==> src/hdl/exec_defs.svh <==
`ifndef EXEC_DEFS_SVH
`define EXEC_DEFS_SVH

// Datapath width
`define XLEN 32

// Reorder-buffer tag width
`define ROB_IDX_W 4

// Station depths
`define ALU_RS_SIZE 4
`define BR_RS_SIZE 2

`endif

==> src/hdl/exec_pkg.sv <==
`default_nettype none

package exec_pkg;

	// Target station of a dispatched micro-op
	typedef enum logic {
		UNIT_ALU = 1'b0,
		UNIT_BR  = 1'b1
	} unit_e;

	// ALU ops in the low half, branch compares above
	typedef enum logic [3:0] {
		OP_ADD = 4'd0,
		OP_SUB = 4'd1,
		OP_AND = 4'd2,
		OP_OR  = 4'd3,
		OP_XOR = 4'd4,
		OP_SLL = 4'd5,
		OP_SRL = 4'd6,
		OP_SLT = 4'd7,
		OP_BEQ = 4'd8,
		OP_BNE = 4'd9,
		OP_BLT = 4'd10,
		OP_BGE = 4'd11
	} op_e;

endpackage

`default_nettype wire

==> src/hdl/operand_capture.sv <==
`timescale 1ns/1ns
`default_nettype none

`include "exec_defs.svh"

module operand_capture (
	input  logic [1:0]                 src_ready_i,
	input  logic [1:0][`XLEN-1:0]      src_i,
	input  logic [1:0]                 rob_rvalid_i,
	input  logic [1:0][`XLEN-1:0]      rob_rdata_i,
	input  logic                       cdb_valid_i,
	input  logic [`ROB_IDX_W-1:0]      cdb_tag_i,
	input  logic [`XLEN-1:0]           cdb_data_i,
	output logic [1:0][`ROB_IDX_W-1:0] rob_raddr_o,
	output logic [1:0]                 src_ready_o,
	output logic [1:0][`XLEN-1:0]      src_o
);

	// Tag sits in the low bits of a waiting source
	for (genvar i = 0; i < 2; i++) begin : gen_raddr
		assign rob_raddr_o[i] = src_i[i][`ROB_IDX_W-1:0];
	end

	always_comb begin
		src_ready_o = src_ready_i;
		src_o = src_i;
		for (int i = 0; i < 2; i++) begin
			if (!src_ready_i[i]) begin
				// ROB value wins over the bypass
				if (rob_rvalid_i[i]) begin
					src_ready_o[i] = 1'b1;
					src_o[i] = rob_rdata_i[i];
				end else if (cdb_valid_i && cdb_tag_i == src_i[i][`ROB_IDX_W-1:0]) begin
					src_ready_o[i] = 1'b1;
					src_o[i] = cdb_data_i;
				end
			end
		end
	end

endmodule

`default_nettype wire

==> src/hdl/alu_rs.sv <==
`timescale 1ns/1ns
`default_nettype none

`include "exec_defs.svh"

module alu_rs (
	input  logic                      clk,
	input  logic                      rst_i,
	input  logic                      flush_i,
	input  logic                      wr_i,
	input  exec_pkg::op_e             op_i,
	input  logic [`ROB_IDX_W-1:0]     tag_i,
	input  logic [1:0]                src_ready_i,
	input  logic [1:0][`XLEN-1:0]     src_i,
	input  logic                      cdb_valid_i,
	input  logic [`ROB_IDX_W-1:0]     cdb_tag_i,
	input  logic [`XLEN-1:0]          cdb_data_i,
	input  logic                      res_ack_i,
	output logic                      ready_o,
	output logic                      res_req_o,
	output logic [`ROB_IDX_W-1:0]     res_tag_o,
	output logic [`XLEN-1:0]          res_data_o
);

	localparam int N = `ALU_RS_SIZE;
	localparam int IDX_W = $clog2(N);
	localparam int SH_W = $clog2(`XLEN);

	logic [N-1:0]                 ent_valid;
	logic [N-1:0][1:0]            ent_rdy, ent_rdy_w;
	logic [N-1:0][1:0][`XLEN-1:0] ent_src, ent_src_w;
	exec_pkg::op_e                ent_op [N];
	logic [`ROB_IDX_W-1:0]        ent_tag [N];
	// Count of younger valid entries, so the oldest has the largest value
	logic [IDX_W-1:0]             ent_age [N];

	logic             free_found, sel_found, wr_en, issue;
	logic [IDX_W-1:0] free_idx, sel_idx;
	logic [`XLEN-1:0] sel_a, sel_b, alu_res;

	// CDB wakeup, also seen by select in the same cycle
	always_comb begin
		ent_rdy_w = ent_rdy;
		ent_src_w = ent_src;
		for (int i = 0; i < N; i++) begin
			for (int j = 0; j < 2; j++) begin
				if (!ent_rdy[i][j] && cdb_valid_i &&
						ent_src[i][j][`ROB_IDX_W-1:0] == cdb_tag_i) begin
					ent_rdy_w[i][j] = 1'b1;
					ent_src_w[i][j] = cdb_data_i;
				end
			end
		end
	end

	always_comb begin
		free_found = 1'b0;
		free_idx = '0;
		for (int i = N - 1; i >= 0; i--) begin
			if (!ent_valid[i]) begin
				free_found = 1'b1;
				free_idx = IDX_W'(i);
			end
		end
	end

	// Oldest entry with both sources ready
	always_comb begin
		sel_found = 1'b0;
		sel_idx = '0;
		for (int i = 0; i < N; i++) begin
			if (ent_valid[i] && (&ent_rdy_w[i]) &&
					(!sel_found || ent_age[i] > ent_age[sel_idx])) begin
				sel_found = 1'b1;
				sel_idx = IDX_W'(i);
			end
		end
	end

	assign ready_o = free_found;
	assign wr_en = wr_i && free_found && !flush_i;
	assign issue = sel_found && (!res_req_o || res_ack_i);
	assign sel_a = ent_src_w[sel_idx][0];
	assign sel_b = ent_src_w[sel_idx][1];

	always_comb begin
		case (ent_op[sel_idx])
			exec_pkg::OP_ADD: alu_res = sel_a + sel_b;
			exec_pkg::OP_SUB: alu_res = sel_a - sel_b;
			exec_pkg::OP_AND: alu_res = sel_a & sel_b;
			exec_pkg::OP_OR:  alu_res = sel_a | sel_b;
			exec_pkg::OP_XOR: alu_res = sel_a ^ sel_b;
			exec_pkg::OP_SLL: alu_res = sel_a << sel_b[SH_W-1:0];
			exec_pkg::OP_SRL: alu_res = sel_a >> sel_b[SH_W-1:0];
			exec_pkg::OP_SLT: alu_res = `XLEN'($signed(sel_a) < $signed(sel_b));
			default:          alu_res = '0;
		endcase
	end

	always_ff @(posedge clk) begin
		if (rst_i || flush_i) begin
			ent_valid <= '0;
			res_req_o <= 1'b0;
		end else begin
			if (issue)
				ent_valid[sel_idx] <= 1'b0;
			if (wr_en)
				ent_valid[free_idx] <= 1'b1;
			if (issue)
				res_req_o <= 1'b1;
			else if (res_ack_i)
				res_req_o <= 1'b0;
		end
	end

	always_ff @(posedge clk) begin
		ent_rdy <= ent_rdy_w;
		ent_src <= ent_src_w;
		for (int i = 0; i < N; i++) begin
			if (ent_valid[i])
				ent_age[i] <= ent_age[i] + IDX_W'(wr_en)
					- IDX_W'(issue && ent_age[i] > ent_age[sel_idx]);
		end
		if (wr_en) begin
			ent_op[free_idx] <= op_i;
			ent_tag[free_idx] <= tag_i;
			ent_rdy[free_idx] <= src_ready_i;
			ent_src[free_idx] <= src_i;
			ent_age[free_idx] <= '0;
		end
		if (issue) begin
			res_tag_o <= ent_tag[sel_idx];
			res_data_o <= alu_res;
		end
	end

endmodule

`default_nettype wire

==> src/hdl/branch_rs.sv <==
`timescale 1ns/1ns
`default_nettype none

`include "exec_defs.svh"

module branch_rs (
	input  logic                      clk,
	input  logic                      rst_i,
	input  logic                      flush_i,
	input  logic                      wr_i,
	input  exec_pkg::op_e             op_i,
	input  logic [`ROB_IDX_W-1:0]     tag_i,
	input  logic [`XLEN-1:0]          pc_i,
	input  logic [`XLEN-1:0]          imm_i,
	input  logic [1:0]                src_ready_i,
	input  logic [1:0][`XLEN-1:0]     src_i,
	input  logic                      cdb_valid_i,
	input  logic [`ROB_IDX_W-1:0]     cdb_tag_i,
	input  logic [`XLEN-1:0]          cdb_data_i,
	input  logic                      res_ack_i,
	output logic                      ready_o,
	output logic                      res_req_o,
	output logic [`ROB_IDX_W-1:0]     res_tag_o,
	output logic [`XLEN-1:0]          res_data_o,
	output logic                      res_taken_o,
	output logic [`XLEN-1:0]          res_target_o
);

	localparam int N = `BR_RS_SIZE;
	localparam int IDX_W = $clog2(N);

	logic [N-1:0]                 ent_valid;
	logic [N-1:0][1:0]            ent_rdy, ent_rdy_w;
	logic [N-1:0][1:0][`XLEN-1:0] ent_src, ent_src_w;
	exec_pkg::op_e                ent_op [N];
	logic [`ROB_IDX_W-1:0]        ent_tag [N];
	logic [`XLEN-1:0]             ent_pc [N];
	logic [`XLEN-1:0]             ent_imm [N];
	logic [IDX_W-1:0]             ent_age [N];

	logic             free_found, sel_found, wr_en, issue, taken;
	logic [IDX_W-1:0] free_idx, sel_idx;
	logic [`XLEN-1:0] sel_a, sel_b, link, target;

	always_comb begin
		ent_rdy_w = ent_rdy;
		ent_src_w = ent_src;
		for (int i = 0; i < N; i++) begin
			for (int j = 0; j < 2; j++) begin
				if (!ent_rdy[i][j] && cdb_valid_i &&
						ent_src[i][j][`ROB_IDX_W-1:0] == cdb_tag_i) begin
					ent_rdy_w[i][j] = 1'b1;
					ent_src_w[i][j] = cdb_data_i;
				end
			end
		end
	end

	always_comb begin
		free_found = 1'b0;
		free_idx = '0;
		sel_found = 1'b0;
		sel_idx = '0;
		for (int i = N - 1; i >= 0; i--) begin
			if (!ent_valid[i]) begin
				free_found = 1'b1;
				free_idx = IDX_W'(i);
			end
		end
		for (int i = 0; i < N; i++) begin
			if (ent_valid[i] && (&ent_rdy_w[i]) &&
					(!sel_found || ent_age[i] > ent_age[sel_idx])) begin
				sel_found = 1'b1;
				sel_idx = IDX_W'(i);
			end
		end
	end

	assign ready_o = free_found;
	assign wr_en = wr_i && free_found && !flush_i;
	assign issue = sel_found && (!res_req_o || res_ack_i);
	assign sel_a = ent_src_w[sel_idx][0];
	assign sel_b = ent_src_w[sel_idx][1];

	always_comb begin
		case (ent_op[sel_idx])
			exec_pkg::OP_BEQ: taken = (sel_a == sel_b);
			exec_pkg::OP_BNE: taken = (sel_a != sel_b);
			exec_pkg::OP_BLT: taken = ($signed(sel_a) < $signed(sel_b));
			exec_pkg::OP_BGE: taken = ($signed(sel_a) >= $signed(sel_b));
			default:          taken = 1'b0;
		endcase
	end

	// Link value doubles as the fall-through target
	assign link = ent_pc[sel_idx] + `XLEN'(4);
	assign target = taken ? ent_pc[sel_idx] + ent_imm[sel_idx] : link;

	always_ff @(posedge clk) begin
		if (rst_i || flush_i) begin
			ent_valid <= '0;
			res_req_o <= 1'b0;
		end else begin
			if (issue)
				ent_valid[sel_idx] <= 1'b0;
			if (wr_en)
				ent_valid[free_idx] <= 1'b1;
			if (issue)
				res_req_o <= 1'b1;
			else if (res_ack_i)
				res_req_o <= 1'b0;
		end
	end

	always_ff @(posedge clk) begin
		ent_rdy <= ent_rdy_w;
		ent_src <= ent_src_w;
		for (int i = 0; i < N; i++) begin
			if (ent_valid[i])
				ent_age[i] <= ent_age[i] + IDX_W'(wr_en)
					- IDX_W'(issue && ent_age[i] > ent_age[sel_idx]);
		end
		if (wr_en) begin
			ent_op[free_idx] <= op_i;
			ent_tag[free_idx] <= tag_i;
			ent_pc[free_idx] <= pc_i;
			ent_imm[free_idx] <= imm_i;
			ent_rdy[free_idx] <= src_ready_i;
			ent_src[free_idx] <= src_i;
			ent_age[free_idx] <= '0;
		end
		if (issue) begin
			res_tag_o <= ent_tag[sel_idx];
			res_data_o <= link;
			res_taken_o <= taken;
			res_target_o <= target;
		end
	end

endmodule

`default_nettype wire

==> src/hdl/cdb_arbiter.sv <==
`timescale 1ns/1ns
`default_nettype none

`include "exec_defs.svh"

module cdb_arbiter (
	input  logic                  clk,
	input  logic                  rst_i,
	input  logic                  flush_i,
	input  logic                  alu_req_i,
	input  logic [`ROB_IDX_W-1:0] alu_tag_i,
	input  logic [`XLEN-1:0]      alu_data_i,
	input  logic                  br_req_i,
	input  logic [`ROB_IDX_W-1:0] br_tag_i,
	input  logic [`XLEN-1:0]      br_data_i,
	input  logic                  br_taken_i,
	input  logic [`XLEN-1:0]      br_target_i,
	output logic                  alu_ack_o,
	output logic                  br_ack_o,
	output logic                  cdb_valid_o,
	output logic [`ROB_IDX_W-1:0] cdb_tag_o,
	output logic [`XLEN-1:0]      cdb_data_o,
	output logic                  br_resolved_o,
	output logic                  br_taken_o,
	output logic [`XLEN-1:0]      br_target_o
);

	// Branch first, ALU only when the branch unit is idle
	assign br_ack_o = br_req_i && !flush_i;
	assign alu_ack_o = alu_req_i && !br_req_i && !flush_i;

	always_ff @(posedge clk) begin
		if (rst_i || flush_i) begin
			cdb_valid_o <= 1'b0;
			br_resolved_o <= 1'b0;
			br_taken_o <= 1'b0;
		end else begin
			cdb_valid_o <= br_ack_o || alu_ack_o;
			br_resolved_o <= br_ack_o;
			br_taken_o <= br_ack_o && br_taken_i;
		end
	end

	always_ff @(posedge clk) begin
		if (br_ack_o) begin
			cdb_tag_o <= br_tag_i;
			cdb_data_o <= br_data_i;
			br_target_o <= br_target_i;
		end else if (alu_ack_o) begin
			cdb_tag_o <= alu_tag_i;
			cdb_data_o <= alu_data_i;
		end
	end

endmodule

`default_nettype wire

==> src/hdl/exec_stage.sv <==
`timescale 1ns/1ns
`default_nettype none

`include "exec_defs.svh"

module exec_stage (
	input  logic                       clk,
	input  logic                       rst_i,
	input  logic                       disp_valid_i,
	input  exec_pkg::unit_e            disp_unit_i,
	input  exec_pkg::op_e              disp_op_i,
	input  logic [`ROB_IDX_W-1:0]      disp_tag_i,
	input  logic [1:0]                 disp_src_ready_i,
	input  logic [1:0][`XLEN-1:0]      disp_src_i,
	input  logic [`XLEN-1:0]           disp_pc_i,
	input  logic [`XLEN-1:0]           disp_imm_i,
	input  logic                       flush_i,
	input  logic [1:0]                 rob_rvalid_i,
	input  logic [1:0][`XLEN-1:0]      rob_rdata_i,
	output logic [1:0][`ROB_IDX_W-1:0] rob_raddr_o,
	output logic                       alu_ready_o,
	output logic                       br_ready_o,
	output logic                       cdb_valid_o,
	output logic [`ROB_IDX_W-1:0]      cdb_tag_o,
	output logic [`XLEN-1:0]           cdb_data_o,
	output logic                       br_resolved_o,
	output logic                       br_taken_o,
	output logic [`XLEN-1:0]           br_target_o
);

	logic [1:0]            cap_src_ready;
	logic [1:0][`XLEN-1:0] cap_src;
	logic                  alu_wr, br_wr;

	logic                  alu_req, alu_ack, br_req, br_ack, br_taken;
	logic [`ROB_IDX_W-1:0] alu_tag, br_tag;
	logic [`XLEN-1:0]      alu_data, br_data, br_target;

	assign alu_wr = disp_valid_i && disp_unit_i == exec_pkg::UNIT_ALU;
	assign br_wr = disp_valid_i && disp_unit_i == exec_pkg::UNIT_BR;

	operand_capture operand_capture_i (
		.src_ready_i  ( disp_src_ready_i ),
		.src_i        ( disp_src_i       ),
		.rob_rvalid_i ( rob_rvalid_i     ),
		.rob_rdata_i  ( rob_rdata_i      ),
		.cdb_valid_i  ( cdb_valid_o      ),
		.cdb_tag_i    ( cdb_tag_o        ),
		.cdb_data_i   ( cdb_data_o       ),
		.rob_raddr_o  ( rob_raddr_o      ),
		.src_ready_o  ( cap_src_ready    ),
		.src_o        ( cap_src          )
	);

	alu_rs alu_rs_i (
		.clk,
		.rst_i,
		.flush_i,
		.wr_i        ( alu_wr        ),
		.op_i        ( disp_op_i     ),
		.tag_i       ( disp_tag_i    ),
		.src_ready_i ( cap_src_ready ),
		.src_i       ( cap_src       ),
		.cdb_valid_i ( cdb_valid_o   ),
		.cdb_tag_i   ( cdb_tag_o     ),
		.cdb_data_i  ( cdb_data_o    ),
		.res_ack_i   ( alu_ack       ),
		.ready_o     ( alu_ready_o   ),
		.res_req_o   ( alu_req       ),
		.res_tag_o   ( alu_tag       ),
		.res_data_o  ( alu_data      )
	);

	branch_rs branch_rs_i (
		.clk,
		.rst_i,
		.flush_i,
		.wr_i         ( br_wr         ),
		.op_i         ( disp_op_i     ),
		.tag_i        ( disp_tag_i    ),
		.pc_i         ( disp_pc_i     ),
		.imm_i        ( disp_imm_i    ),
		.src_ready_i  ( cap_src_ready ),
		.src_i        ( cap_src       ),
		.cdb_valid_i  ( cdb_valid_o   ),
		.cdb_tag_i    ( cdb_tag_o     ),
		.cdb_data_i   ( cdb_data_o    ),
		.res_ack_i    ( br_ack        ),
		.ready_o      ( br_ready_o    ),
		.res_req_o    ( br_req        ),
		.res_tag_o    ( br_tag        ),
		.res_data_o   ( br_data       ),
		.res_taken_o  ( br_taken      ),
		.res_target_o ( br_target     )
	);

	cdb_arbiter cdb_arbiter_i (
		.clk,
		.rst_i,
		.flush_i,
		.alu_req_i     ( alu_req       ),
		.alu_tag_i     ( alu_tag       ),
		.alu_data_i    ( alu_data      ),
		.br_req_i      ( br_req        ),
		.br_tag_i      ( br_tag        ),
		.br_data_i     ( br_data       ),
		.br_taken_i    ( br_taken      ),
		.br_target_i   ( br_target     ),
		.alu_ack_o     ( alu_ack       ),
		.br_ack_o      ( br_ack        ),
		.cdb_valid_o   ( cdb_valid_o   ),
		.cdb_tag_o     ( cdb_tag_o     ),
		.cdb_data_o    ( cdb_data_o    ),
		.br_resolved_o ( br_resolved_o ),
		.br_taken_o    ( br_taken_o    ),
		.br_target_o   ( br_target_o   )
	);

endmodule

`default_nettype wire

==> config.mk <==
export PLATFORM = sky130hd
export DESIGN_NAME = exec_stage
export DESIGN_NICKNAME = d
export VERILOG_FILES = /design/src/hdl/exec_pkg.sv /design/src/hdl/operand_capture.sv /design/src/hdl/alu_rs.sv /design/src/hdl/branch_rs.sv /design/src/hdl/cdb_arbiter.sv /design/src/hdl/exec_stage.sv
export VERILOG_INCLUDE_DIRS = /design/src /design/src/hdl
export SDC_FILE = /design/constraint.sdc
export NUM_CORES = 2
export LEC_CHECK = 0
export ABC_AREA = 1
export BUFFER_PORTS_ARGS = -buffer_cell sky130_fd_sc_hd__buf_2
export CORE_MARGIN = 4
export CORE_UTILIZATION = 30
export DETAILED_ROUTE_END_ITERATION = 16
export HOLD_SLACK_MARGIN = 0.12
export PLACE_DENSITY_LB_ADDON = 0.3
export SETUP_SLACK_MARGIN = 0.05
export SLEW_MARGIN = 20
export SYNTH_ARGS = -nofsm -noshare
export SYNTH_HDL_FRONTEND = slang
export SYNTH_SLANG_ARGS = --single-unit
==> constraint.sdc <==
create_clock -name clk -period 8 [get_ports clk]
set_clock_uncertainty 0.2 [all_clocks]
set_input_delay 0.4 -clock clk [delete_from_list [all_inputs] [get_ports clk]]
set_output_delay 0.4 -clock clk [all_outputs]
set_load 0.005 [all_outputs]
# Word level (Yosys, flattened, before mapping)
# Memories as Yosys holds them, arrays and structs flattened. A register that Yosys moved wholly into a read port is not among the register bits.
# Index checks and enable logic that the tools add are counted.
[word_totals]
reg_bits = 572
ram_bits = 186
inputBits = 209
out_inout_bits = 81
elab_cells = 329
mem_count = 8
[memory_table]
columns = ["name", "depth", "width", "rd", "rd_clocked_by_memory_dff", "wr", "line_no", "text"]
rows = [
  ["branch_rs_i.ent_imm", 2, 32, 1, 0, 1, "branch_rs.sv:38", "logic [`XLEN-1:0] ent_imm [N];"],
  ["branch_rs_i.ent_pc", 2, 32, 1, 0, 1, "branch_rs.sv:37", "logic [`XLEN-1:0] ent_pc [N];"],
  ["alu_rs_i.ent_op", 4, 4, 1, 0, 1, "alu_rs.sv:32", "exec_pkg::op_e ent_op [N];"],
  ["alu_rs_i.ent_tag", 4, 4, 1, 1, 1, "alu_rs.sv:33", "logic [`ROB_IDX_W-1:0] ent_tag [N];"],
  ["alu_rs_i.ent_age", 4, 2, 7, 0, 5, "alu_rs.sv:35", "logic [IDX_W-1:0] ent_age [N];"],
  ["branch_rs_i.ent_op", 2, 4, 1, 0, 1, "branch_rs.sv:35", "exec_pkg::op_e ent_op [N];"],
  ["2 more memories", "-", "-", "-", "-", "-", "-", ""],
]
[op_classes]
addsub = 16
n_lt_le_gt_ge = 21
eq_ne = 27
n_shift = 2
mux = 118
n_bitwise = 10
n_reduce_logical = 95
[op_table]
columns = ["cell", "n"]
rows = [
  ["2-to-1 mux 32 bit", 21],
  ["2-to-1 mux 64 bit", 5],
  ["bitwise mux 256 bit", 1],
  ["2-to-1 mux 256 bit", 1],
  ["case mux 32 bit (8 select lines)", 1],
  ["binary-select mux 64 bit (select 2 bit)", 1],
  ["bitwise mux 128 bit", 1],
  ["demux 64 bit (select 2 bit)", 1],
  ["2-to-1 mux 128 bit", 1],
  ["adder 32 bit", 2],
  ["demux 64 bit (select 1 bit)", 1],
  ["< comparator 32 bit", 2],
  ["logical AND 1 bit", 58],
  ["2-to-1 mux 1 bit", 57],
  ["equality test 4 bit", 14],
  ["adder 32 x 3 -> 32 bit (second input constant)", 1],
  ["bitwise AND 32 bit", 1],
  ["equality test 32 bit", 1],
  [">= comparator 32 bit", 1],
  ["inequality test 32 bit", 1],
  ["bitwise OR 32 bit", 1],
  ["<< shifter 32 x 5 -> 32 bit", 1],
  [">> shifter 32 x 5 -> 32 bit", 1],
  ["subtractor 32 bit", 1],
  ["other kinds (37)", 113],
]

# Longest topological paths before layout
# An unclocked memory read counts as a cell.
[depth]
word_depth = 31
ltp_mapped = 58
mapped_depth_nobuf = 53

# Modules after synthesis
# A second synthesis with hierarchy kept.
[hier_totals]
hier_cells = 6818
area_unflattened_um2 = 48262.5
[modules_own_cells]
columns = ["mod", "n_inst", "cells_each", "area_per_inst_um2", "seq_area_each_um2"]
rows = [
  ["alu_rs", 1, 3906, 25112.8, 7587.3],
  ["branch_rs", 1, 2194, 17843.4, 9138.8],
  ["cdb_arbiter", 1, 203, 2687.6, 2102.0],
  ["operand_capture", 1, 511, 2601.2, 0.0],
  ["exec_stage", 1, 4, 17.5, 0.0],
]

# Least setup slack after synthesis
# No wires, ideal clock.
[synth_timing]
path_type = "register to register"
start = "reg cdb_arbiter_i.cdb_tag_o[0]"
end = "reg alu_rs_i.res_data_o[24], data pin"
setup_ps = 265
t_arrival_ps = 6783
path_slack_ps = 752
path_stages_with_launch = 48
path_buffers = 7
synth_period_minus_slack_ps = 7248
path_cell_list = "edfxtp_1 -> buf_2 -> nand2_1 -> nand2_1 -> nor2_1 -> nand3_2 -> nand2_1 -> nand3_1 -> inv_1 -> o21ai_2 -> nand2_1 -> o21a_1 -> inv_1 -> ha_1 -> inv_1 -> nor2_1 -> o21ai_0 -> a21oi_1 -> (+12 left out) -> buf_1 -> a22o_1 -> a221oi_1 -> ha_1 -> clkbuf_1 -> inv_1 -> a21oi_1 -> o21ai_0 -> a21oi_1 -> nand2_1 -> a21o_1 -> a21oi_1 -> o21bai_1 -> or2_2 -> nand3_1 -> nand4_1 -> nor2_1 -> nand4_1"
[synth_between]
elab_chain_cells = 24
elab_cells_between_ends = 77
classes_between = "2 x add/sub; 2 x order compare; 15 x eq/ne; 2 x shift; 25 x mux; 3 x bitwise; 26 x reduce/logical; 2 x memory"
[synth_lines]
columns = ["element", "line_no", "text"]
rows = [
  ["from (decl)", "cdb_arbiter.sv:21", "output logic [`ROB_IDX_W-1:0] cdb_tag_o,"],
  ["from (signal assigned)", "cdb_arbiter.sv:46", "cdb_tag_o <= br_tag_i;"],
  ["from (signal assigned)", "cdb_arbiter.sv:50", "cdb_tag_o <= alu_tag_i;"],
  ["equality test 4 bit", "alu_rs.sv:48", "ent_src[i][j][`ROB_IDX_W-1:0] == cdb_tag_i) begin"],
  ["logical AND 1 bit", "alu_rs.sv:47", "if (!ent_rdy[i][j] && cdb_valid_i &&"],
  ["2-to-1 mux 1 bit", "alu_rs.sv:47", ""],
  ["AND reduction 2 bit", "alu_rs.sv:72", "if (ent_valid[i] && (&ent_rdy_w[i]) &&"],
  ["logical AND 1 bit", "alu_rs.sv:72", ""],
  ["2-to-1 mux 1 bit", "alu_rs.sv:72", ""],
  ["zero test 1 bit", "alu_rs.sv:73", "(!sel_found || ent_age[i] > ent_age[sel_idx])) begin"],
  ["logical OR 1 bit", "alu_rs.sv:73", ""],
  ["(+9 left out)", "-", ""],
  ["logical OR 1 bit", "alu_rs.sv:73", ""],
  ["logical AND 1 bit", "alu_rs.sv:72", ""],
  ["2-to-1 mux 2 bit", "alu_rs.sv:72", ""],
  ["binary-select mux 64 bit (select 2 bit)", "alu_rs.sv:83, alu_rs.sv:84", ""],
  ["2-to-1 mux 64 bit (not written as such)", "alu_rs.sv:83", "assign sel_a = ent_src_w[sel_idx][0];"],
  ["subtractor 32 bit (tied with other cells)", "alu_rs.sv:89", "exec_pkg::OP_SUB: alu_res = sel_a - sel_b;"],
  ["case mux 32 bit (8 select lines) (*)", "alu_rs.sv:87", "case (ent_op[sel_idx])"],
  ["named net alu_rs_i.alu_res[24]", "alu_rs.sv:39", "logic [`XLEN-1:0] sel_a, sel_b, alu_res;"],
  ["to (signal assigned)", "alu_rs.sv:133", "res_data_o <= alu_res;"],
  ["to (decl)", "alu_rs.sv:22", "output logic [`XLEN-1:0] res_data_o"],
]
# The timed path passes the listed nets; every way through them passes the cells marked *. The select of a mux whose other input is x is not followed.
# A chain may end at the register's enable or synchronous reset.

# Worst setup path in the final report
[layout_timing]
start = "reg cdb_arbiter_i.cdb_tag_o[0]"
end = "reg alu_rs_i.res_data_o[22], data pin"
# Same word-level chain as after synthesis.

==> flow_summary.yaml <==
routing:
  met3_length_microns: 17900
  drc: 0
  routed.top_layer: "met5"
  num_vias: 46692
  met2_length_microns: 86900
  routed_wl_microns: 198000
  vias_per_cell: 5.29
  drt-met1-wl_microns: 83900
  antenna_left: 0
  drt_iter0_drc: 5299
  drt_pre_antenna_iters: 6
  routedWlPerCell_microns: 22.4
synthesis:
  yosysSeqAreaShare_pct: 40.2
  ys_types: 61
  synth_edf_count: 349
  synthDominantCellAreaShare_pct: 22.4
  ys_top_cells_by_area: "edfxtp_1 22%, dfxtp_1 18%, nand2_1 15%"
  synth_area_sq_um: 46800
  yosysTopAreaCell: "edfxtp_1"
  syn_inst: 6525
  synth-main-ff-cell: "dfxtp_1"
  ys_ff_latch: 766
  ys_warn_count: 0
  yosysMostFrequentCell: "nand2_1"
  syn_nets: 6932
  async_flop_share_pct: 0
  syn_area_per_cell_sq_um: 7.17
  ys_top_cells_by_count: "1920 x nand2_1, 644 x o21ai_0, 575 x nor2_1"
worst_setup_path:
  end_kind: "flop"
  path_common_cell: "nand2_1"
  r2r-end: "alu_rs_i.res_data_o[22]"
  worst_path_max_delay_cell: "edfxtp_1"
  r2r_slack_ps: 640
  timing.rr.start: "cdb_arbiter_i.cdb_tag_o[0]"
  worstSetupStartpointType: "flop"
  crit_arrival_ps: 7580
  crit_type: "reg -> reg"
  cpPeakStageDelay_ps: 520
  rr_worst_depth: 41
  crit_required_ps: 8230
  crit_fanout: 18
cts:
  clock-sinks: 766
  cts_tree: "yes"
  clk_pin_slew_ps: 70
  numCtsBuffers: 84
  clk_latency_ps: 700
  cts_root_buf: "clkbuf_16"
  h-tree-depth: 3
  cts_max_path_buffers: 3
sta:
  drv_slew: 0
  hold_viol_final: 0
  worstMarginPinSlew_ps: 1190
  layout_min_cycle_time_ps: 7360
  slew_headroom_pct: 20.6
  setup_viol: 0
  fmax_ghz: 0.136
  fin_crit_sh_pct: 92.0
  rsz0062_at_grt: "true"
finish:
  fillers: 16438
  layout.nets: 7126
  diodes: 0
  layoutNonFillerInstCount: 8829
  areaGrowthSynthToFinish_pct: 15.7
  multi_input_area_sq_um: 24800
  final_util_pct: 35.0
  regArea_sq_um: 18800
  layout-drive-gt1-share_pct: 10.5
grt:
  grt_usage_pct: 23.4
  grt_pass1_vias: 42793
  grt_pass1_wl_microns: 288000
  grt_remaining_overflow: 0
  antenna_found_initial: 6
  grt_max_degree: 151
floorplan:
  fp-row-count: 144
  dieArea_sq_um: 162000
  core_area_sq_um: 155000
  initial_core_util_pct: 30.3
  fp.dieW_microns: 403
  die_h_microns: 403
  ios: 290
power_and_ir_drop:
  fin_total_pwr_mw: 11.9
  leakage_nw: 22.9
  peakVddDrop_mv: 0.150
  power_density_nw_per_um2: 220
min_path:
  hold_end: "branch_rs_i.ent_src[13]"
  hold_path_depth: 5
  hp-start: "disp_src_i[13]"
  hp-class: "in -> reg"
placed_design:
  place_congestion: 1.01
  port_buffers: 289
  hpwl_microns: 144000
  placedCellCount: 8579
run_status:
  status: "completed"
job:
  drv_cap: 0
area by class of cell:
class | count | share of cell area (%)
Multi-Input combinational cell | 4932 | 45.8
Sequential cell | 766 | 34.8
Timing Repair Buffer | 525 | 6.55
Tap cell | 2044 | 4.73
Clock buffer | 113 | 4.33
Inverter | 410 | 2.89
Clock inverter | 39 | 0.877
repair_timing:
action	in CTS	in global routing
hold buffers	90	0
setup endpoints to repair	3	26
setup buffers	0	6
gates resized for setup	2	40
hold endpoints to repair	211	0
pin swaps	0	1
cloned	0	2
cell families after synthesis:
kind of cell             synth area share [%]
AO/OA/AOI/OAI                            16.7
XOR/XNOR                                 1.50
adder cells (fa/ha/maj)                  5.34
buffers and inverters                    7.34
flip-flops                               40.2
multiplexers                           0.0428
AND/OR/NAND/NOR                          28.8
sequential cells by signal, summed over array words and instances, names as in the netlist, 16 cells and up:
| signal | flops |
|---|---|
| alu_rs_i.ent_src | 256 |
| branch_rs_i.ent_src | 128 |
| branch_rs_i.ent_imm | 64 |
| branch_rs_i.ent_pc | 64 |
| alu_rs_i.res_data_o | 32 |
| branch_rs_i.res_data_o | 32 |
| branch_rs_i.res_target_o | 32 |
| cdb_arbiter_i.br_target_o | 32 |
| cdb_arbiter_i.cdb_data_o | 32 |
| alu_rs_i.ent_op | 16 |
| alu_rs_i.ent_tag | 16 |
cell usage in the layout (no fill, tap or decap), drive strengths merged, types with 77 or more instances in the layout:
| cell | synthesis | final |
|---|---|---|
| a21oi | 493 | 493 |
| buf | 136 | 434 |
| clkbuf | 282 | 114 |
| dfxtp | 417 | 417 |
| dlygate4sd3 | 0 | 90 |
| edfxtp | 349 | 349 |
| ha | 195 | 195 |
| inv | 403 | 406 |
| nand2 | 1942 | 1942 |
| nand3 | 567 | 567 |
| nor2 | 600 | 601 |
| o211ai | 77 | 77 |
| o21ai | 681 | 681 |
worst max-delay path, delay by kind of cell, from the launching register on:
kind	cells	cell delay (ps)
fa+ha+maj	3	950
compound gates	12	2390
xor+xnor	1	130
buf+inv	6	800
simple gates	19	2080
flops	1	520
metrics by stage:
step | setup TNS (ps) | worst slack, ps | cell area [sq um] | hold WS, ps
floorplan | 0 | 752 | 46800 | 200
global placement | -215 | -84.2 | 50100 | 201
detailed placement | -396 | -139 | 50100 | 205
CTS | 0 | 113 | 53900 | 130
global route | 0 | 17.2 | 54100 | 168
finish | 0 | 642 | 54100 | 178
layer usage:
layer  up-vias  global-route usage [%]
li1      22214                       -
met1     21986                    31.6
met2      2158                    36.8
met3       332                    4.68
met4         2                    9.23
met5         -                       0
worst max-delay path by stage:
stage	slack [ps]	cells past startpoint	endpoint	from
floorplan	750	47	alu_rs_i.res_data_o[24]	cdb_arbiter_i.cdb_tag_o[0]
global placement	-80	42	alu_rs_i.res_data_o[22]	cdb_arbiter_i.cdb_tag_o[0]
detailed placement	-140	40	alu_rs_i.res_data_o[22]	cdb_arbiter_i.cdb_tag_o[0]
CTS	110	43	alu_rs_i.res_data_o[26]	cdb_arbiter_i.cdb_tag_o[0]
global route	20	46	alu_rs_i.res_data_o[28]	cdb_arbiter_i.cdb_tag_o[0]
finish	640	41	alu_rs_i.res_data_o[22]	cdb_arbiter_i.cdb_tag_o[0]
power breakdown:
part,internal (mW),leakage (nW),switching (mW)
clock network,2.27,1.36,1.76
logic,1.08,14.9,2.33
registers,4.39,6.61,0.0906
(Power assumes the default switching activity.)
